### src/rtl/smem_pkg.sv
package smem_pkg;

	// ------------------------------------------------------------------------
	// batch and store sizes
	// ------------------------------------------------------------------------
	localparam int MAX_READ       = 16;
	localparam int READ_NUM_W     = 4;
	localparam int BATCH_W        = 5;
	localparam int SLOTS_PER_READ = 20;
	localparam int SLOT_IDX_W     = 5;
	localparam int SLOT_ADDR_W    = 9;
	localparam int RET_W          = 7;
	localparam int LANE_W         = 256;
	localparam int BEAT_W         = 512;

	// compacted slot as kept in the store, 113 bits
	typedef struct packed {
		logic [6:0]  info_hi;
		logic [6:0]  info_lo;
		logic [32:0] x2;
		logic [32:0] x1;
		logic [32:0] x0;
	} slot_t;

	// slot as it travels on a 256-bit lane, padding is zero
	typedef struct packed {
		logic [24:0] pad_info_hi;
		logic [6:0]  info_hi;
		logic [24:0] pad_info_lo;
		logic [6:0]  info_lo;
		logic [30:0] pad_x2;
		logic [32:0] x2;
		logic [30:0] pad_x1;
		logic [32:0] x1;
		logic [30:0] pad_x0;
		logic [32:0] x0;
	} lane_t;

	// first beat of every read
	typedef struct packed {
		logic [351:0] zero_hi;
		logic [31:0]  ret;
		logic [56:0]  zero_mid;
		logic [6:0]   mem_size;
		logic [53:0]  zero_lo;
		logic [9:0]   read_num;
	} header_beat_t;

	// low half holds the first slot of the pair
	typedef struct packed {
		lane_t hi;
		lane_t lo;
	} pair_beat_t;

	typedef union packed {
		header_beat_t header;
		pair_beat_t   pair;
	} out_beat_u;

	typedef enum logic [1:0] {
		beat_none,
		beat_header,
		beat_pair,
		beat_single
	} beat_kind_t;

	typedef struct packed {
		beat_kind_t              kind;
		logic [READ_NUM_W-1:0]   read_num;
		logic [SLOT_IDX_W-1:0]   slot_idx;
		logic [SLOT_IDX_W-1:0]   mem_size;
	} beat_cmd_t;

	// mem size or ret report from the datapath
	typedef struct packed {
		logic                    valid;
		logic [READ_NUM_W-1:0]   read_num;
		logic [RET_W-1:0]        value;
	} rpt_t;

endpackage

### src/rtl/batch_tracker.sv
`timescale 1ns/10ps

module batch_tracker (
	input  logic                          clk,
	input  logic                          reset_n,
	input  logic [smem_pkg::BATCH_W-1:0]  batch_size,
	input  logic                          size_valid,
	output logic                          output_request
);
	import smem_pkg::*;

	logic [BATCH_W-1:0] done_count;
	logic               batch_ready;

	// every read reports its mem size exactly once
	assign batch_ready = (done_count == batch_size) && (batch_size != '0);

	always_ff @(posedge clk) begin
		if (!reset_n) begin
			done_count <= '0;
		end else if (size_valid) begin
			done_count <= done_count + BATCH_W'(1);
		end
	end

	// request follows the compare one cycle later
	always_ff @(posedge clk) begin
		if (!reset_n) begin
			output_request <= 1'b0;
		end else begin
			output_request <= batch_ready;
		end
	end

endmodule

### config.mk
export PLATFORM = sky130hd
export DESIGN_NAME = batch_tracker
export DESIGN_NICKNAME = d
export VERILOG_FILES = /design/src/rtl/smem_pkg.sv /design/src/rtl/batch_tracker.sv
export SDC_FILE = /design/constraint.sdc
export NUM_CORES = 1
export LEC_CHECK = 0
export BUFFER_PORTS_ARGS = -buffer_cell sky130_fd_sc_hd__clkbuf_2
export CAP_MARGIN = 20
export CORE_AREA = 4 4 41 43
export DETAILED_ROUTE_END_ITERATION = 10
export DIE_AREA = 0 0 45 47
export GPL_ROUTABILITY_DRIVEN = 0
export SETUP_SLACK_MARGIN = 0.05
export SYNTH_ARGS = -nofsm -noshare
export SYNTH_HDL_FRONTEND = slang
export SYNTH_SLANG_ARGS = --single-unit
### constraint.sdc
create_clock -name clk -period 1.75 [get_ports clk]
set_input_delay 0.2625 -clock clk [delete_from_list [all_inputs] [get_ports clk]]
set_output_delay 0.2625 -clock clk [all_outputs]
set_load 0.05 [all_outputs]
==> flow_metrics.tcl <==
set metrics [dict create \
    status "finished, final reports clean" \
    async_reset_ff_share_pct 0 \
    fin_nets 52 \
    synth_cells 30 \
    cp_max_fo 5 \
    viasPerCell 4.125 \
    min_period_over_period_pct 65.27 \
    comb_power_share_pct 11.1 \
    synthTopCellsByArea "dfxtp_1, xnor2_1, xor2_1" \
    finalHoldViolations 0 \
    fp.dieH_um 47 \
    arrival_ns 1.28 \
    drtIter0Drc 3 \
    ant_nets 0 \
    routed_wl_um 534 \
    crit_path_top_delay_cell "dfxtp_1" \
    max-vdd-ir-drop_v 0.0003072 \
    tightest_slew_ns 0.2736 \
    critPathLaunch "done_count[0]$_SDFFE_PN0P_" \
    power.leakage_nw 0.1684 \
    synth_top_flop_cell "dfxtp_1" \
    start_util_pct 22.69 \
    rsz0062_at_grt "false" \
    skew_ns 0.002157 \
    drcViolationCount 0 \
    relSlewSlack_pct 81.84 \
    synth_top_area_share_pct 40.68 \
    final_area_um2 376.6 \
    yosys_warnings 0 \
    cts_max_level 1 \
    synth_area_leader_cell "dfxtp_1" \
    path_cells "ha_1, nand4_1, xnor2_1, and2_1" \
    drtPass1Iterations 2 \
    drive_above_1_share_pct 26.83 \
    ys_ff_latch 6 \
    first_global_vias 213 \
    cts_tree "yes" \
    insertion_delay_ns 0.25 \
    area_growth_pct 27.54 \
    dp.final_hpwl_um 411.4 \
    hp-class "input pin to register" \
    path_clk_slew_ns 0.04 \
    drv_cap 0 \
    internal_power_w 0.0002403 \
    post_cts_resized 0 \
    max_stage_delay_ns 0.43 \
    setup_viol 0 \
    clockBufferDepth 2 \
    clkPwrFrac_pct 41.1 \
    die_x_um 45 \
    critical_path_class "register to register" \
    synth-edff-count 0 \
    grt_max_degree 7 \
    min_from "reset_n" \
    cp-start-kind "register" \
    clock-sinks 6 \
    power_per_cell_area_mw_per_mm2 834.5 \
    grt_first_pass_wirelength_um 876 \
    cts_setup_buffers 0 \
    swShare_pct 23.55 \
    rows 13 \
    fp.coreArea_mm2 0.001301 \
    tns_ns 0 \
    yosysSeqAreaShare_pct 40.68 \
    dpl-instance-area_um2 354.1 \
    grtUsageTotal_pct 6.894 \
    cts_hold_buf 0 \
    drv_slew 0 \
    overflow 0 \
    max_freq_mhz 875.5 \
    grt_antenna_before_repair 0 \
    syn_nets 39 \
    netlist_area_um2 295.3 \
    n_antenna_cell 0 \
    vias 231 \
    cts_buffers 3 \
    crit_required_ns 1.89 \
    min_period_ns 1.142 \
    rr_startpoint "done_count[0]$_SDFFE_PN0P_" \
    synth_cell_types 14 \
    seqPwrFrac_pct 47.8 \
    wire_per_inst_um 9.536 \
    cts_root_buf "clkbuf_4" \
    p_sw_w 0.00007400 \
    crit_path_end_kind "register" \
    die_area_mm2 0.002115 \
    place.port_buffers 8 \
    pin_count 9 \
    synth_area_per_cell_um2 9.843 \
]
-- through the flow --
step	cells	utilization (%)	power [W]	hold slack, ns	setup WS [ns]
3_5_place_dp	53	27.21	0.0001877	0.5559	0.6240
4_1_cts	56	28.94	0.0003255	0.2911	0.6052
3_3_place_gp	53	27.21	0.0001875	0.5608	0.6451
6_report	56	28.94	0.0003143	0.2984	0.6078
2_1_floorplan	30	-	0.0001721	0.3842	0.6963
5_1_grt	56	28.94	0.0003344	0.3165	0.5219
-- metal layers --
| metal | global-route usage (%) | part of all wire (%) | vias up |
|---|---|---|---|
| met5 | 0 | 0 | - |
| met4 | 5.263 | 3.7 | 0 |
| met3 | 7.280 | 13 | 2 |
| met2 | 7.910 | 37 | 10 |
| met1 | 7.110 | 46 | 94 |
| li1 | - | - | 125 |
-- synthesized netlist by cell type, types with 2 or more instances --
library cell,count
xor2_1,4
and2_1,4
xnor2_1,4
nand2_1,2
nand4_1,2
dfxtp_1,6
-- flip-flops by register name, summed over array words and instances (netlist names) --
| register | flops |
|---|---|
| done_count | 5 |
| output_request | 1 |
-- worst paths after layout --
kind                            cells after the start                         end  slack [ns]
worst min register to register                      2  done_count[1]$_SDFFE_PN0P_        0.58
worst max-delay path                                4  done_count[4]$_SDFFE_PN0P_        0.61
worst min-delay path                                2  done_count[3]$_SDFFE_PN0P_        0.30
worst max register to register                      4  done_count[4]$_SDFFE_PN0P_        0.61
-- cells in the final DEF, fill, tap and decap left out, drive strengths merged --
| cell | n |
|---|---|
| xor2 | 4 |
| clkbuf | 11 |
| o21ai | 1 |
| and4 | 1 |
| ha | 1 |
| mux2i | 1 |
| nor2b | 1 |
| nor3 | 1 |
| xnor2 | 4 |
| and2 | 4 |
| nand2 | 2 |
| or2 | 1 |
| nand4 | 2 |
| dfxtp | 6 |
| nor4 | 1 |
-- final cells by class --
type | count | area (µm²)
tap | 15 | 18.77
fill | 155 | 924.6
timing repair buffer | 8 | 40.04
sequential | 6 | 120.1
multi-input combinational | 24 | 175.2
clock buffer | 3 | 22.52
-- critical path, delay by kind of cell, from the launching register on --
family	cells	cell delay, ns
xor gates and xnor gates	1	0.13
and+or+nand+nor	2	0.27
DFF	1	0.43
adders and majority gates	1	0.21
-- power by group through the flow --
| stage | clock network [W] | logic [W] | registers, W |
|---|---|---|---|
| 3_3_place_gp | 0 | 0.0000355 | 0.000152 |
| 6_report | 0.000129 | 0.0000350 | 0.000150 |
| 5_1_grt | 0.000143 | 0.0000406 | 0.000151 |
| 3_5_place_dp | 0 | 0.0000355 | 0.000152 |
| 2_1_floorplan | 0 | 0.0000205 | 0.000152 |
| 4_1_cts | 0.000140 | 0.0000357 | 0.000150 |
-- cells by family (layout without fill, tap and decap cells) --
kind of cell    after synthesis  count (layout)  synth area share [%]
compound gates                1               1                 1.693
xor+xnor                      8               8                 23.73
fa+ha+maj                     1               1                 4.237
buf+inv                       0              11                     0
flops                         6               6                 40.68
mux                           1               1                 3.390
simple gates                 13              13                 26.27
Power figures use the tool's default switching activity.
