File: src/rtl/smem_pkg.sv
package smem_pkg;

	// ------------------------------------------------------------------------
	// batch and store sizes
	// ------------------------------------------------------------------------
	localparam int MAX_READ       = 16;
	localparam int READ_NUM_W     = 4;
	localparam int BATCH_W        = 5;
	localparam int SLOTS_PER_READ = 20;
	localparam int SLOT_IDX_W     = 5;
	localparam int SLOT_ADDR_W    = 9;
	localparam int RET_W          = 7;
	localparam int LANE_W         = 256;
	localparam int BEAT_W         = 512;

	// compacted slot as kept in the store, 113 bits
	typedef struct packed {
		logic [6:0]  info_hi;
		logic [6:0]  info_lo;
		logic [32:0] x2;
		logic [32:0] x1;
		logic [32:0] x0;
	} slot_t;

	// slot as it travels on a 256-bit lane, padding is zero
	typedef struct packed {
		logic [24:0] pad_info_hi;
		logic [6:0]  info_hi;
		logic [24:0] pad_info_lo;
		logic [6:0]  info_lo;
		logic [30:0] pad_x2;
		logic [32:0] x2;
		logic [30:0] pad_x1;
		logic [32:0] x1;
		logic [30:0] pad_x0;
		logic [32:0] x0;
	} lane_t;

	// first beat of every read
	typedef struct packed {
		logic [351:0] zero_hi;
		logic [31:0]  ret;
		logic [56:0]  zero_mid;
		logic [6:0]   mem_size;
		logic [53:0]  zero_lo;
		logic [9:0]   read_num;
	} header_beat_t;

	// low half holds the first slot of the pair
	typedef struct packed {
		lane_t hi;
		lane_t lo;
	} pair_beat_t;

	typedef union packed {
		header_beat_t header;
		pair_beat_t   pair;
	} out_beat_u;

	typedef enum logic [1:0] {
		beat_none,
		beat_header,
		beat_pair,
		beat_single
	} beat_kind_t;

	typedef struct packed {
		beat_kind_t              kind;
		logic [READ_NUM_W-1:0]   read_num;
		logic [SLOT_IDX_W-1:0]   slot_idx;
		logic [SLOT_IDX_W-1:0]   mem_size;
	} beat_cmd_t;

	// mem size or ret report from the datapath
	typedef struct packed {
		logic                    valid;
		logic [READ_NUM_W-1:0]   read_num;
		logic [RET_W-1:0]        value;
	} rpt_t;

endpackage

File: src/rtl/read_info_table.sv
`timescale 1ns/10ps

module read_info_table (
	input  logic                              clk,
	input  smem_pkg::rpt_t                    size_rpt,
	input  smem_pkg::rpt_t                    ret_rpt,
	input  logic [smem_pkg::READ_NUM_W-1:0]   rd_read_num,
	output logic [smem_pkg::SLOT_IDX_W-1:0]   read_size,
	output logic [smem_pkg::RET_W-1:0]        read_ret
);
	import smem_pkg::*;

	logic [SLOT_IDX_W-1:0] size_mem [MAX_READ];
	logic [RET_W-1:0]      ret_mem  [MAX_READ];

	always_ff @(posedge clk) begin
		if (size_rpt.valid) begin
			// at most 20 slots, so the low bits hold the size
			size_mem[size_rpt.read_num] <= size_rpt.value[SLOT_IDX_W-1:0];
		end
		if (ret_rpt.valid) begin
			ret_mem[ret_rpt.read_num] <= ret_rpt.value;
		end
	end

	// sequencer needs the size in the header cycle itself
	assign read_size = size_mem[rd_read_num];

	// ret lines up with the slot RAM read
	always_ff @(posedge clk) begin
		read_ret <= ret_mem[rd_read_num];
	end

endmodule

File: config.mk
export PLATFORM = sky130hd
export DESIGN_NAME = read_info_table
export DESIGN_NICKNAME = d
export VERILOG_FILES = /design/src/rtl/smem_pkg.sv /design/src/rtl/read_info_table.sv
export SDC_FILE = /design/constraint.sdc
export NUM_CORES = 1
export LEC_CHECK = 0
export ABC_AREA = 1
export BUFFER_PORTS_ARGS = -buffer_cell sky130_fd_sc_hd__buf_2
export CORE_MARGIN = 2
export CORE_UTILIZATION = 55
export DETAILED_ROUTE_END_ITERATION = 16
export PLACE_DENSITY = 0.75
export SLEW_MARGIN = 25
export SYNTH_ARGS = -nofsm -noshare
export SYNTH_HDL_FRONTEND = slang
export SYNTH_SLANG_ARGS = --single-unit
File: constraint.sdc
create_clock -name clk -period 1.7 [get_ports clk]
set_input_delay 0.085 -clock clk [delete_from_list [all_inputs] [get_ports clk]]
set_output_delay 0.085 -clock clk [all_outputs]
set_load 0.01 [all_outputs]
==> metrics.cfg <==
[outcome]
status = complete, no violations

[setup_path]
critical_path_arrival_ps = 1460
cp_slowest_cell = edfxtp_1
reg2reg_to = read_ret[0]
r2r_cells = 6
cp_cell_sequence = inv_1 -> nand2_1 -> nand3_1 -> nand3_1 -> nand3_1 -> nand2_1 -> buf_2
startpoint_type = flip-flop
path_buf_inv = 2
crit_fanout = 1
crit_path_end_kind = primary output
critPathMaxStageDelay_ps = 380
reg2reg_slack_ps = 670
crit_type = reg2out
r2r-start = ret_mem[3][0]
cp.required_ps = 1620
crit_path_frequent_cell = nand3_1
cp_top_family = simple AND/OR/NAND/NOR gates

[clocking]
cts-hold-fix-buffers = 0
post_cts_buffers = 0
clk_root_buffer_cell = clkbuf_16
clockBufferDepth = 2
clock_sinks = 199
tritoncts = yes
htreeDepth = 4
worst_skew_pair.late_latency_ps = 430
ctsResizeCount = 0
clk_pin_slew_ps = 60
cts_made_buffers = 17

[floorplanning]
start_util_pct = 56.5
core_um2 = 15200
core.rowCount = 45
die_h_um = 129
die_area_um2 = 16600
die_x_um = 129
io_pins = 41

[drt]
vias_per_cell = 5.28
drt_iter0_drc = 675
drt-pass1-iter-count = 7
wl_per_cell_um = 16.3
route.detailed.drc = 0
num_vias = 5772
routed_wl_mm = 17.8
antenna_left = 0

[pwr]
power.density_nw_per_um2 = 1040
switching_share_pct = 21.5
power_switching_w = 0.00215
seqPwrFrac_pct = 55.2
ir_drop_uv = 804
p_int_w = 0.00783
comb_power_share_pct = 7.0
p_leak_nw = 4.22
clock_power_share_pct = 37.8

[layout]
antennaDiodeCount = 0
drive_gt1_share_pct = 11.0
area_growth_pct = 12.1
fin_area_um2 = 9630
fin_nets = 921

[yosys]
synth_seq_area_share_pct = 68.8
synthesis.area_um2 = 8580
yosys_warnings = 0
yosys.area_share.simple_pct = 21.8
synth_compound_area_share_pct = 0
synthDistinctLibCells = 14
synth.avg_cell_area_um2 = 10.2
netlist_instances = 839
muxShareOfSynthArea_pct = 0
synth_fp_nets = 868
synth_xor_area_share_pct = 0
synth_top_family_by_area = simple AND/OR/NAND/NOR gates
synth_fa_ha_area_share_pct = 0
ys_ff_latch = 199

[global_route]
grt_max_degree = 64
grt_usage_pct = 22.8
grt_pass1_wl_mm = 27.7
grt_pass1_vias = 5388
antenna_found_initial = 0
gr-total-overflow = 0

[sta]
finClkSkew_ps = 6.87
finalMaxSlewViolations = 0
hold_viol = 0
finalSetupViolCount = 0
rsz0062_at_grt = false
max_slew_margin_pct = 58.1
max_freq_mhz = 648
setup_tns_ps = 0
tightestPinTransition_ps = 627
finalCriticalPeriod_ps = 1540
period_share_pct = 90.7

[place]
dp_hpwl_mm = 10.9
gp_congestion = 0.848
placed_cell_area_um2 = 9080
port_buffers = 38

[worst_hold_path]
hold_class = in2reg
min_from = size_rpt[4]
min_delay_worst_endpoint = size_mem[7][4]
holdPathStages = 1

[run]
maxCapViolations = 0

[power groups by stage]
stage	sequential, W	clock (W)	combinational [W]
6_report	0.00551	0.00377	0.000702
5_1_grt	0.00552	0.00401	0.000779
4_1_cts	0.00551	0.00381	0.000706
3_5_place_dp	0.00562	0	0.000701
3_3_place_gp	0.00562	0	0.000680
2_1_floorplan	0.00563	0	0.000406
[final cells by class]
| class | instances | area, µm² |
|---|---|---|
| multi-input cells | 446 | 1870 |
| flip-flops and latches | 199 | 5910 |
| clock inverters | 12 | 110 |
| well taps | 188 | 235 |
| repair buffers | 72 | 483 |
| inverters | 156 | 586 |
| clock buffers | 20 | 437 |
| fillers | 1139 | 5580 |
[worst max-delay path by stage]
stage / to / slack [ps] / cells after the start / from
after detailed placement: read_size[0] / 410 / 5 / rd_read_num[3]
after global routing: read_size[3] / 40 / 7 / size_mem[7][3]
after floorplan: size_mem[10][0] / 620 / 2 / size_rpt[11]
final: read_size[1] / 160 / 7 / size_mem[13][1]
after CTS: read_size[1] / 130 / 7 / size_mem[13][1]
after global placement: read_size[0] / 410 / 9 / rd_read_num[0]
[Yosys cell counts]
cell      number  area [µm²]
buf_1          2        7.51
buf_2         20         100
buf_4          3        22.5
buf_6          6        67.6
clkbuf_1       7        26.3
clkinv_1       1        3.75
dfxtp_1        7         140
edfxtp_1     192        5770
inv_1        153         574
inv_2          2        7.51
nand2_1      264         991
nand3_1      148         741
nor2_1        26        97.6
nor3_1         8        40.0
[worst register-to-register path, cell delays in order, from the launching register on]
cell and delay [ps]:
edfxtp_1 370, inv_1 60, nand2_1 40, nand3_1 120, nand3_1 110, nand3_1 150, nand2_1 70
[registers in the layout (all words and copies together), names as in the netlist]
name	count
read_ret	7
ret_mem	112
size_mem	80
[stage by stage]
stage                     setup WS [ps]  power (W)  hold WS [ps]  instances  utilization (%)
after floorplan                     621    0.00603           184        839                -
after global placement              411    0.00630           481       1061             59.7
after detailed placement            406    0.00632           479       1061             59.7
after CTS                           133     0.0100          43.0       1093             63.3
after global routing               38.8     0.0103          56.7       1093             63.3
final                               158    0.00999          53.9       1093             63.3
[cell usage in the layout (no fill, tap or decap)]
master     instances
nand2_1          264
edfxtp_1         192
inv_1            153
nand3_1          148
buf_2             38
buf_4             31
nor2_1            26
clkbuf_16         17
nor3_1             8
dfxtp_1            7
clkinv_2           6
clkinv_1           4
clkbuf_1           3
buf_12             3
inv_2              2
bufinv_16          2
clkinv_4           1
[kinds of logic (layout without fill, tap and decap cells)]
logic type | Yosys count | count (layout)
flip-flops | 199 | 199
AND/OR/NAND/NOR | 446 | 446
buffers and inverters | 194 | 260
[routing by layer]
metal | GRT usage, % | wire, µm | vias to the layer above | part of all wire, %
met4 | 8.38 | 258 | 0 | 1.4
met1 | 30.8 | 7510 | 2782 | 42
met5 | 0 | 0 | - | 0
li1 | - | - | 2799 | -
met3 | 3.87 | 1070 | 19 | 6.0
met2 | 37.6 | 9000 | 172 | 50
(Power assumes the default switching activity.)
