--- config.mk ---
export PLATFORM = sky130hd
export DESIGN_NAME = output_packer
export DESIGN_NICKNAME = d
export VERILOG_FILES = /design/src/rtl/smem_pkg.sv /design/src/rtl/output_packer.sv
export SDC_FILE = /design/constraint.sdc
export NUM_CORES = 1
export LEC_CHECK = 0
export ABC_AREA = 1
export BUFFER_PORTS_ARGS = -buffer_cell sky130_fd_sc_hd__buf_4
export CAP_MARGIN = 15
export CORE_AREA = 5 5 296 298
export CTS_BUF_LIST = sky130_fd_sc_hd__clkbuf_2 sky130_fd_sc_hd__clkbuf_4 sky130_fd_sc_hd__clkbuf_8
export CTS_CLUSTER_DIAMETER = 30
export DETAILED_ROUTE_END_ITERATION = 6
export DIE_AREA = 0 0 301 303
export GPL_TIMING_DRIVEN = 1
export HOLD_SLACK_MARGIN = 0.15
export SETUP_SLACK_MARGIN = 0.15
export SLEW_MARGIN = 30
export SYNTH_ARGS = -nofsm -noshare
export SYNTH_HDL_FRONTEND = slang
export SYNTH_SLANG_ARGS = --single-unit
--- constraint.sdc ---
create_clock -name clk -period 1.4 [get_ports clk]
set_clock_uncertainty 0.15 [all_clocks]
set_input_delay 0 -clock clk [delete_from_list [all_inputs] [get_ports clk]]
set_output_delay 0 -clock clk [all_outputs]
set_load 0.1 [all_outputs]
--- src/rtl/smem_pkg.sv ---
package smem_pkg;

	// ------------------------------------------------------------------------
	// batch and store sizes
	// ------------------------------------------------------------------------
	localparam int MAX_READ       = 16;
	localparam int READ_NUM_W     = 4;
	localparam int BATCH_W        = 5;
	localparam int SLOTS_PER_READ = 20;
	localparam int SLOT_IDX_W     = 5;
	localparam int SLOT_ADDR_W    = 9;
	localparam int RET_W          = 7;
	localparam int LANE_W         = 256;
	localparam int BEAT_W         = 512;

	// compacted slot as kept in the store, 113 bits
	typedef struct packed {
		logic [6:0]  info_hi;
		logic [6:0]  info_lo;
		logic [32:0] x2;
		logic [32:0] x1;
		logic [32:0] x0;
	} slot_t;

	// slot as it travels on a 256-bit lane, padding is zero
	typedef struct packed {
		logic [24:0] pad_info_hi;
		logic [6:0]  info_hi;
		logic [24:0] pad_info_lo;
		logic [6:0]  info_lo;
		logic [30:0] pad_x2;
		logic [32:0] x2;
		logic [30:0] pad_x1;
		logic [32:0] x1;
		logic [30:0] pad_x0;
		logic [32:0] x0;
	} lane_t;

	// first beat of every read
	typedef struct packed {
		logic [351:0] zero_hi;
		logic [31:0]  ret;
		logic [56:0]  zero_mid;
		logic [6:0]   mem_size;
		logic [53:0]  zero_lo;
		logic [9:0]   read_num;
	} header_beat_t;

	// low half holds the first slot of the pair
	typedef struct packed {
		lane_t hi;
		lane_t lo;
	} pair_beat_t;

	typedef union packed {
		header_beat_t header;
		pair_beat_t   pair;
	} out_beat_u;

	typedef enum logic [1:0] {
		beat_none,
		beat_header,
		beat_pair,
		beat_single
	} beat_kind_t;

	typedef struct packed {
		beat_kind_t              kind;
		logic [READ_NUM_W-1:0]   read_num;
		logic [SLOT_IDX_W-1:0]   slot_idx;
		logic [SLOT_IDX_W-1:0]   mem_size;
	} beat_cmd_t;

	// mem size or ret report from the datapath
	typedef struct packed {
		logic                    valid;
		logic [READ_NUM_W-1:0]   read_num;
		logic [RET_W-1:0]        value;
	} rpt_t;

endpackage

--- src/rtl/output_packer.sv ---
`timescale 1ns/10ps

module output_packer (
	input  logic                          clk,
	input  logic                          reset_n,
	input  smem_pkg::beat_cmd_t           cmd,
	input  logic                          seq_done,
	input  smem_pkg::slot_t               slot_a,
	input  smem_pkg::slot_t               slot_b,
	input  logic [smem_pkg::RET_W-1:0]    read_ret,
	output smem_pkg::out_beat_u           output_data,
	output logic                          output_valid,
	output logic                          output_finish
);
	import smem_pkg::*;

	beat_cmd_t  cmd_q;
	out_beat_u  next_word;
	logic       done_q;

	// put the slot fields back at their lane positions
	function automatic lane_t expand(input slot_t s);
		lane_t l;
		l         = '0;
		l.info_hi = s.info_hi;
		l.info_lo = s.info_lo;
		l.x2      = s.x2;
		l.x1      = s.x1;
		l.x0      = s.x0;
		return l;
	endfunction

	// ------------------------------------------------------------------------
	// word build, one stage behind the command
	// ------------------------------------------------------------------------
	always_comb begin
		next_word = '0;
		case (cmd_q.kind)
			beat_header: begin
				next_word.header.read_num = 10'(cmd_q.read_num);
				next_word.header.mem_size = 7'(cmd_q.mem_size);
				next_word.header.ret      = 32'(read_ret);
			end
			beat_pair: begin
				next_word.pair.lo = expand(slot_a);
				next_word.pair.hi = expand(slot_b);
			end
			beat_single: begin
				next_word.pair.lo = expand(slot_a);
			end
			default: begin
				next_word = '0;
			end
		endcase
	end

	always_ff @(posedge clk) begin
		if (!reset_n) begin
			cmd_q         <= '0;
			output_valid  <= 1'b0;
			done_q        <= 1'b0;
			output_finish <= 1'b0;
		end else begin
			cmd_q         <= cmd;
			output_valid  <= (cmd_q.kind != beat_none);
			done_q        <= seq_done;
			output_finish <= done_q;
		end
	end

	always_ff @(posedge clk) begin
		output_data <= next_word;
	end

endmodule

==> flow_metrics.env <==
export IMPL_pwr_share_seq_pct=26.7
export IMPL_slew_violations=0
export IMPL_cts_tree="yes"
export IMPL_die_area_sq_mm=0.0912
export IMPL_synth_cells=1054
export IMPL_place_area_sq_mm=0.0135
export IMPL_hp_class="register to register"
export IMPL_synth_distinct_cells=15
export IMPL_syn2layout_area_growth_pct=145
export IMPL_core_area_sq_mm=0.0846
export IMPL_tightest_slew_ns=0.524
export IMPL_r2r_start="cmd_q[15]$_SDFF_PN0_"
export IMPL_htree_levels=3
export IMPL_dp_cells=2657
export IMPL_worstHoldStart="done_q$_SDFF_PN0_"
export IMPL_register_area_sq_mm=0.00512
export IMPL_status="finished clean"
export IMPL_pwr_share_clk_pct=40.8
export IMPL_rsz0062_at_grt="true"
export IMPL_pwr_share_comb_pct=32.4
export IMPL_grt_pass1_vias=10800
export IMPL_nFillCells=8583
export IMPL_drc=0
export IMPL_ir_drop_mv=0.543
export IMPL_fin_crit_ns=1.38
export IMPL_synth_top_area_share_pct=49.7
export IMPL_grtUsageTotal_pct=11.2
export IMPL_critical_path_startpoint="cmd_q[15]$_SDFF_PN0_"
export IMPL_synth_top_area_cell="dfxtp_1"
export IMPL_synth_warnings=0
export IMPL_drtPass1Iterations=5
export IMPL_finalSetupViolations=0
export IMPL_crit_required_ns=1.81
export IMPL_grt_max_degree=62
export IMPL_power_net_switching_mw=10.8
export IMPL_clk_path_buf_depth=3
export IMPL_relSlewSlack_pct=65.1
export IMPL_ys_seq_elements=240
export IMPL_chipWidth_microns=301
export IMPL_globalplace_congestion=0.762
export IMPL_nets=2336
export IMPL_final_area_sq_mm=0.0236
export IMPL_synth_area_sq_mm=0.00966
export IMPL_start_util_pct=11.4
export IMPL_die_h_microns=303
export IMPL_synth_seq_area_share_pct=49.7
export IMPL_postLayoutCoreUtil_pct=27.9
export IMPL_ant_nets=0
export IMPL_finalPower_mw=27.8
export IMPL_fmax_mhz=725
export IMPL_via_per_inst=2.98
export IMPL_pre_cts_ws_ns=0.137
export IMPL_cts_made_buffers=70
export IMPL_placement_io_buffers=474
export IMPL_cp_max_fo=61
export IMPL_p_leak_nw=11.4
export IMPL_wl_per_cell_microns=16.8
export IMPL_path_clk_slew_ns=0.06
export IMPL_antenna_found_initial=32
export IMPL_syn_area_per_cell_sq_um=9.16
export IMPL_io_pin_count=766
export IMPL_period_share_pct=98.6
export IMPL_startpoint_type="register"
export IMPL_switching_share_pct=38.7
export IMPL_report_final_hold_viol_count=0
export IMPL_drt_iter0_drc=405
export IMPL_rows=107
export IMPL_criticalPathCategory="register to register"
export IMPL_fin_ws_ns=0.0202
export IMPL_grt_pass1_wl_mm=73.2
export IMPL_ys_top_cells_by_area="dfxtp_1 (50%), buf_4 (22%), inv_1 (8.7%), nor2_4 (8.2%), nand2_1 (5.5%)"
export IMPL_wirelength_mm=55.4
export IMPL_final_cells=3302
export IMPL_clk_latency_ns=0.62
export IMPL_multiInputGateArea_sq_mm=0.00292
export IMPL_drive_above_1_share_pct=46.6
export IMPL_cts_root_buffer="clkbuf_8"
export IMPL_setup_tns_ns=0
export IMPL_place_hpwl_mm=38.0
export IMPL_grt_ovfl_total=0
export IMPL_vias=9831
export IMPL_cp_end_kind="register"
export IMPL_hold_ws_ns=0.274
export IMPL_p_int_mw=17.0
export IMPL_power_density_mw_per_mm2=1170
export IMPL_cap_violations=0
export IMPL_cts_sinks=240
export IMPL_arrival_ns=1.79
final cells by class:
| type | count | area share (%) |
|---|---|---|
| clock buffers | 93 | 5.07 |
| diodes | 20 | 0.212 |
| clock inverters | 33 | 1.84 |
| repair buffers | 988 | 49.3 |
| multi-input cells | 559 | 12.4 |
| well taps | 1144 | 6.05 |
| inverters | 225 | 3.57 |
| flip-flops and latches | 240 | 21.6 |
routing by layer:
metal | track usage, % | part of all wire (%)
met1 | 12.0 | 36
met2 | 18.6 | 48
met3 | 5.14 | 11
met4 | 5.77 | 4.8
met5 | 0 | 0.097
worst max-delay path, stage by stage (launching register included):
cell     delay (ns)
dfxtp_4        0.42
buf_6          0.13
buf_16         0.29
nand2_1        0.10
inv_1          0.08
layout by cell type (no fill, tap or decap), types with 6 or more instances in the layout:
cell type      Yosys  final
nand2_1          142     92
inv_2              1     18
dlygate4sd3_1      0    492
buf_4            289    258
clkinv_2           0     10
dfxtp_4            0     10
inv_1            224    207
clkinvlp_4         0      9
clkbuf_8           0     80
diode_2            0     20
buf_12             8    228
nand2_2            0     26
conb_1             1    286
clkbuf_4           0     13
bufinv_16          0      9
buf_16             0      6
nor2_1            43     38
nand3_1           16     16
dfxtp_2            0    220
nor2_4            70     70
nand2_4            1     24
dfxtp_1          240     10
Yosys cell counts:
cell type and count:
buf_2 15, inv_1 224, buf_4 289, buf_12 8
inv_2 1, nand2_4 1, clkbuf_1 2, dfxtp_1 240
conb_1 1, nand2_1 142, nor2_1 43, buf_6 1
o21a_1 1, nor2_4 70, nand3_1 16
path summary, 6_finish.rpt:
check | end | slack, ns | depth (start not counted)
max | output_data[19]$_SDFF_PN0_ | 0.02 | 4
min reg2reg | output_finish$_SDFF_PN0_ | 0.27 | 2
min | output_finish$_SDFF_PN0_ | 0.27 | 2
max reg2reg | output_data[19]$_SDFF_PN0_ | 0.02 | 4
what timing repair did:
| item | 4_1_cts | 5_1_grt |
|---|---|---|
| hold buffers | 492 | 0 |
| gates cloned | 1 | 1 |
| gates resized for setup | 918 | 109 |
| pin swaps | 0 | 18 |
| buffers inserted | 0 | 5 |
| setup endpoints to repair | 232 | 266 |
| hold endpoints to repair | 240 | 0 |
kinds of logic after synthesis:
group           synth area share (%)
other cells                   0.0388
compound gates                0.0778
flops                           49.7
simple gates                    16.3
buf+inv                         33.8
power groups by stage:
stage	clock network [mW]	registers [mW]	logic [mW]
4_1_cts	11.8	7.42	8.80
6_report	11.3	7.43	9.00
5_1_grt	12.1	7.44	9.28
3_5_place_dp	0	7.36	6.96
2_1_floorplan	0	9.25	4.45
3_3_place_gp	0	7.35	6.95
sequential cells by signal, summed over array words and instances, names as in the netlist:
signal	flops
output_finish	1
cmd_q	11
output_valid	1
output_data	226
done_q	1
No activity file was read; power rests on OpenSTA's default activity.
