<file path="src/rtl/smem_pkg.sv">
package smem_pkg;

	// ------------------------------------------------------------------------
	// batch and store sizes
	// ------------------------------------------------------------------------
	localparam int MAX_READ       = 16;
	localparam int READ_NUM_W     = 4;
	localparam int BATCH_W        = 5;
	localparam int SLOTS_PER_READ = 20;
	localparam int SLOT_IDX_W     = 5;
	localparam int SLOT_ADDR_W    = 9;
	localparam int RET_W          = 7;
	localparam int LANE_W         = 256;
	localparam int BEAT_W         = 512;

	// compacted slot as kept in the store, 113 bits
	typedef struct packed {
		logic [6:0]  info_hi;
		logic [6:0]  info_lo;
		logic [32:0] x2;
		logic [32:0] x1;
		logic [32:0] x0;
	} slot_t;

	// slot as it travels on a 256-bit lane, padding is zero
	typedef struct packed {
		logic [24:0] pad_info_hi;
		logic [6:0]  info_hi;
		logic [24:0] pad_info_lo;
		logic [6:0]  info_lo;
		logic [30:0] pad_x2;
		logic [32:0] x2;
		logic [30:0] pad_x1;
		logic [32:0] x1;
		logic [30:0] pad_x0;
		logic [32:0] x0;
	} lane_t;

	// first beat of every read
	typedef struct packed {
		logic [351:0] zero_hi;
		logic [31:0]  ret;
		logic [56:0]  zero_mid;
		logic [6:0]   mem_size;
		logic [53:0]  zero_lo;
		logic [9:0]   read_num;
	} header_beat_t;

	// low half holds the first slot of the pair
	typedef struct packed {
		lane_t hi;
		lane_t lo;
	} pair_beat_t;

	typedef union packed {
		header_beat_t header;
		pair_beat_t   pair;
	} out_beat_u;

	typedef enum logic [1:0] {
		beat_none,
		beat_header,
		beat_pair,
		beat_single
	} beat_kind_t;

	typedef struct packed {
		beat_kind_t              kind;
		logic [READ_NUM_W-1:0]   read_num;
		logic [SLOT_IDX_W-1:0]   slot_idx;
		logic [SLOT_IDX_W-1:0]   mem_size;
	} beat_cmd_t;

	// mem size or ret report from the datapath
	typedef struct packed {
		logic                    valid;
		logic [READ_NUM_W-1:0]   read_num;
		logic [RET_W-1:0]        value;
	} rpt_t;

endpackage

</file>
<file path="src/rtl/output_sequencer.sv">
`timescale 1ns/10ps

module output_sequencer (
	input  logic                              clk,
	input  logic                              reset_n,
	input  logic [smem_pkg::BATCH_W-1:0]      batch_size,
	input  logic                              output_permit,
	input  logic [smem_pkg::SLOT_IDX_W-1:0]   read_size,
	output smem_pkg::beat_cmd_t               cmd,
	output logic                              seq_done
);
	import smem_pkg::*;

	typedef enum logic [1:0] {
		st_header,
		st_pairs,
		st_gap,
		st_done
	} state_t;

	state_t                 state;
	logic [BATCH_W-1:0]     read_ptr;
	logic [SLOT_IDX_W-1:0]  slot_ptr;
	logic [SLOT_IDX_W-1:0]  cur_size;
	logic [SLOT_IDX_W-1:0]  remaining;
	logic                   all_issued;

	assign remaining  = cur_size - slot_ptr;
	assign all_issued = (read_ptr >= batch_size);
	assign seq_done   = (state == st_done);

	// ------------------------------------------------------------------------
	// beat command, one per cycle while permitted
	// ------------------------------------------------------------------------
	always_comb begin
		cmd          = '0;
		cmd.kind     = beat_none;
		cmd.read_num = read_ptr[READ_NUM_W-1:0];
		cmd.slot_idx = slot_ptr;
		cmd.mem_size = cur_size;
		if (output_permit) begin
			case (state)
				st_header: begin
					if (!all_issued) begin
						cmd.kind     = beat_header;
						cmd.mem_size = read_size;
					end
				end
				st_pairs: begin
					if (remaining >= SLOT_IDX_W'(2)) begin
						cmd.kind = beat_pair;
					end else if (remaining == SLOT_IDX_W'(1)) begin
						cmd.kind = beat_single;
					end
				end
				default: begin
					cmd.kind = beat_none;
				end
			endcase
		end
	end

	// ------------------------------------------------------------------------
	// read and slot pointers
	// ------------------------------------------------------------------------
	always_ff @(posedge clk) begin
		if (!reset_n) begin
			state    <= st_header;
			read_ptr <= '0;
			slot_ptr <= '0;
			cur_size <= '0;
		end else if (output_permit) begin
			case (state)
				st_header: begin
					if (all_issued) begin
						state <= st_done;
					end else begin
						cur_size <= read_size;
						slot_ptr <= '0;
						// empty read gets its header only
						state    <= (read_size == '0) ? st_gap : st_pairs;
					end
				end
				st_pairs: begin
					if (remaining >= SLOT_IDX_W'(2)) begin
						slot_ptr <= slot_ptr + SLOT_IDX_W'(2);
						if (remaining == SLOT_IDX_W'(2)) begin
							state <= st_gap;
						end
					end else begin
						slot_ptr <= slot_ptr + SLOT_IDX_W'(1);
						state    <= st_gap;
					end
				end
				st_gap: begin
					// table address moves here, ready for the next header
					read_ptr <= read_ptr + BATCH_W'(1);
					state    <= st_header;
				end
				default: begin
					state <= st_done;
				end
			endcase
		end
	end

endmodule

</file>
<file path="config.mk">
export PLATFORM = sky130hd
export DESIGN_NAME = output_sequencer
export DESIGN_NICKNAME = d
export VERILOG_FILES = /design/src/rtl/smem_pkg.sv /design/src/rtl/output_sequencer.sv
export SDC_FILE = /design/constraint.sdc
export NUM_CORES = 1
export LEC_CHECK = 0
export ABC_CLOCK_PERIOD_IN_PS = 3500
export BUFFER_PORTS_ARGS = -buffer_cell sky130_fd_sc_hd__clkbuf_2
export CAP_MARGIN = 10
export CORE_ASPECT_RATIO = 1.2
export CORE_MARGIN = 4
export CORE_UTILIZATION = 57
export DETAILED_ROUTE_END_ITERATION = 6
export PLACE_DENSITY_LB_ADDON = 0.25
export SETUP_SLACK_MARGIN = 0.02
export SLEW_MARGIN = 20
export SYNTH_ARGS = -nofsm -noshare
export SYNTH_HDL_FRONTEND = slang
export SYNTH_SLANG_ARGS = --single-unit
</file>
<file path="constraint.sdc">
create_clock -name clk -period 3.5 [get_ports clk]
set_input_delay 0.7 -clock clk [delete_from_list [all_inputs] [get_ports clk]]
set_output_delay 0.7 -clock clk [all_outputs]
set_load 0.05 [all_outputs]
</file>
==> impl_results.md <==
- Total gr overflow: 0
- CTS tree: done
- Chip width: 51.7 um
- Power density of the placed cells: 436 nW/um^2
- Flop and latch count out of synthesis: 17
- Ys Warns: 0
- Worst reg-to-reg path cell count: 9
- Starting utilization of the core area: 0.617
- Launch instance of the worst register-to-register path: slot_ptr[0]$_SDFFE_PN0P_
- Number of buffers on the longest clock path: 2
- Ranking of synthesized cells by area: sky130_fd_sc_hd__dfxtp_1 (26%), sky130_fd_sc_hd__ha_1 (15%), sky130_fd_sc_hd__and2_1 (4.3%), sky130_fd_sc_hd__inv_1 (4.3%), sky130_fd_sc_hd__mux2i_1 (3.8%)
- Top cell type's share of synthesized area: 0.261
- Crit-path max FO: 8
- Gr usage total: 0.206
- Area of the die: 3120 um^2
- Total Routed Length: 2850 um
- Path length in cells of the critical path: 9
- Worst ir drop on vdd: 333 uV
- Pin count of the biggest net entering global routing: 20
- Fin Clk Skew: 3.91 ps
- Launch point of the worst path: slot_ptr[0]$_SDFFE_PN0P_
- Critical Path Start Type: flip-flop
- Kind of end point of the critical path: output pin
- Final setup violation count: 0
- Latest clock arrival within the worst-skew pair: 310 ps
- Static leakage: 0.000717 uW
- Share of post-route cells with drive strength above 1: 0.234
- Count of nets after finishing: 206
- Post-synth cell types: 38
- Height of the chip: 60.4 um
- DRT Pass-1 Iters: 4
- Total clock sinks: 17
- RSZ-0062 raised after global routing: no
- Depth of the CTS H-tree: 1
- Avg Vias per Cell: 5.53
- Cell-by-cell listing of the critical path: ha_1 -> inv_1 -> fa_1 -> o21a_1 -> a21oi_1 -> nand3_2 -> nor2_4 -> a21o_1 -> buf_2
- Family of cells with the greatest summed delay on the critical path: adder cells
- Most common library cell in the layout ignoring fill and taps: sky130_fd_sc_hd__clkbuf_2
- Layout Area Growth over Synthesis: 13.3%
- Routed WL per cell: 13.9 um
- Post-synth top area cell: sky130_fd_sc_hd__dfxtp_1
- Antenna Cells: 0
- Post-route DRC violation count: 0
- Fillcell total: 180
- Hold Vio Cnt, Final: 0
- GP Congestion: 0.797
- Relative slew margins: 0.774
- Crit path max-delay cell type: sky130_fd_sc_hd__dfxtp_2
- Crit path kind: flip-flop to output pin
- Via count of the first global-routing pass: 1197
- Worst Path Buf+Inv: 2
- Min-Delay Path Class: flip-flop to flip-flop
- Antenna violations before repair: 0
- Port Buf Inserts: 29
- Estimated wirelength of the detail-placed design: 2330 um
- Hold Worst Slack: 534 ps
- Worst-Margin Slew: 336 ps
- Worst hold path cell count: 2
- Core region area: 2120 um^2
- Cells after Synth: 149
- Endpoint arrival time on the critical path: 2610 ps
- Commonest cells after routing, fill and taps aside: sky130_fd_sc_hd__clkbuf_2 (28), sky130_fd_sc_hd__ha_1 (16), sky130_fd_sc_hd__dfxtp_1 (16)
- Clock-pin transition on the worst setup and hold timing paths: 100 ps
- Number of routed nets with antenna violations: 0
- Wire length of the first global-routing pass: 4820 um
- Clock buffers created by TritonCTS: 3
- Post-CTS repair timing setup buffer count: 0
- DR iter-0 viols: 15
- Sequential element share of the synthesized area: 0.261
- Status: finished clean
- Clock root buffer: sky130_fd_sc_hd__clkbuf_4
- Post-layout min period: 3310 ps
- CP required: 2800 ps
- Mapped Nets: 179
- Fin. max-slew vios: 0
- Total number of vias: 1133
- Longest individual stage delay on the worst path: 410 ps
- Tcrit/Tclk final: 0.945
- Average cell area after synthesis: 8.77 um^2
- Number of top-level pins: 30
- Number of violations of the max-capacitance limit: 0
- Synthesized cell area: 1310 um^2
- Top achievable clock speed: 0.302 GHz
- Core Rows: 18
- Summed negative setup slack over all endpoints: 0 ps
- Min-delay src: slot_ptr[4]$_SDFFE_PN0P_
layout make-up:
| class | instances | area (um^2) | area share |
|---|---|---|---|
| Inverter | 15 | 56.3 | 0.0380 |
| Sequential cell | 17 | 342 | 0.231 |
| Clock inverter | 1 | 5.00 | 0.00338 |
| Clock buffer | 3 | 22.5 | 0.0152 |
| Timing Repair Buffer | 30 | 153 | 0.103 |
| Multi-Input combinational cell | 109 | 865 | 0.584 |
| Tap cell | 30 | 37.5 | 0.0254 |
power by group:
group / internal [uW] / switching (uW)
Sequential: 207 / 14.0
Combinational: 112 / 202
Clock: 42.8 / 66.8
Total: 362 / 283
per-stage QoR:
step                      utilization  area [um^2]  setup WS [ps]  total power, uW  instances
after floorplan                     -         1310           78.2              475        149
after global routing            0.699         1480           26.8              688        205
final                           0.699         1480            193              645        205
after detailed placement        0.686         1450            353              538        201
after global placement          0.686         1450            386              526        201
after CTS                       0.699         1480           94.3              649        205
sequential cells by signal (all words and copies together) (netlist names):
signal and cells:
cur_size 5, read_ptr 5, slot_ptr 5, state 2
cells by family after synthesis:
group | share of synthesized area
fa+ha+maj | 0.169
buf+inv | 0.0805
compound gates | 0.145
xor+xnor | 0.0335
flops | 0.261
simple gates | 0.228
mux | 0.0843
Yosys cell counts:
| library cell | n |
|---|---|
| sky130_fd_sc_hd__and2_1 | 9 |
| sky130_fd_sc_hd__clkbuf_1 | 3 |
| sky130_fd_sc_hd__nor4_1 | 1 |
| sky130_fd_sc_hd__buf_4 | 5 |
| sky130_fd_sc_hd__a21boi_0 | 2 |
| sky130_fd_sc_hd__nor2b_1 | 4 |
| sky130_fd_sc_hd__o21ai_0 | 5 |
| sky130_fd_sc_hd__or3_4 | 1 |
| sky130_fd_sc_hd__a41oi_1 | 2 |
| sky130_fd_sc_hd__xor2_1 | 2 |
| sky130_fd_sc_hd__nand3b_1 | 2 |
| sky130_fd_sc_hd__o22ai_1 | 1 |
| sky130_fd_sc_hd__a21o_1 | 3 |
| sky130_fd_sc_hd__nor3_1 | 3 |
| sky130_fd_sc_hd__xnor2_1 | 3 |
| sky130_fd_sc_hd__nand3b_4 | 1 |
| sky130_fd_sc_hd__o2111ai_1 | 2 |
| sky130_fd_sc_hd__a21oi_1 | 5 |
| sky130_fd_sc_hd__nor2_1 | 4 |
| sky130_fd_sc_hd__mux2i_1 | 5 |
| sky130_fd_sc_hd__nor3b_1 | 3 |
| sky130_fd_sc_hd__nand4_1 | 3 |
| sky130_fd_sc_hd__dfxtp_1 | 17 |
| sky130_fd_sc_hd__a31oi_1 | 2 |
| sky130_fd_sc_hd__nor2_4 | 1 |
| sky130_fd_sc_hd__mux2_1 | 4 |
| sky130_fd_sc_hd__nand2_1 | 10 |
| sky130_fd_sc_hd__nand2b_1 | 3 |
| sky130_fd_sc_hd__o2111a_1 | 1 |
| sky130_fd_sc_hd__o221ai_1 | 1 |
| sky130_fd_sc_hd__nand3_1 | 3 |
| sky130_fd_sc_hd__fa_1 | 1 |
| sky130_fd_sc_hd__o21a_1 | 3 |
| sky130_fd_sc_hd__nand3_2 | 1 |
| sky130_fd_sc_hd__inv_1 | 15 |
| sky130_fd_sc_hd__ha_1 | 16 |
| sky130_fd_sc_hd__mux2_4 | 1 |
| sky130_fd_sc_hd__o21ai_1 | 1 |
layer usage:
metal	GRT usage	up-vias	wire length, um
met5	0	-	0
met4	0.109	0	66
met3	0.0221	7	101
met2	0.409	29	1580
met1	0.209	528	1110
li1	-	569	-
final timing paths:
check | slack (ps) | to
setup reg to reg | 1040 | slot_ptr[4]$_SDFFE_PN0P_
hold reg to reg | 530 | slot_ptr[4]$_SDFFE_PN0P_
hold / removal | 530 | slot_ptr[4]$_SDFFE_PN0P_
setup / recovery | 190 | cmd[14]
worst reg2reg max path: cells and delay by family, from the launching register on:
| kind | cells | cell delay, ps |
|---|---|---|
| flip-flops | 1 | 410 |
| buffers and inverters | 1 | 70 |
| AO/OA/AOI/OAI | 2 | 410 |
| multiplexers | 2 | 500 |
| adder cells (fa/ha/maj) | 2 | 610 |
| AND/OR/NAND/NOR | 2 | 400 |
timing repair:
action	4_1_cts	5_1_grt
hold buffers	0	0
gates resized for setup	0	2
setup endpoints to repair	0	1
(Power assumes the default switching activity.)
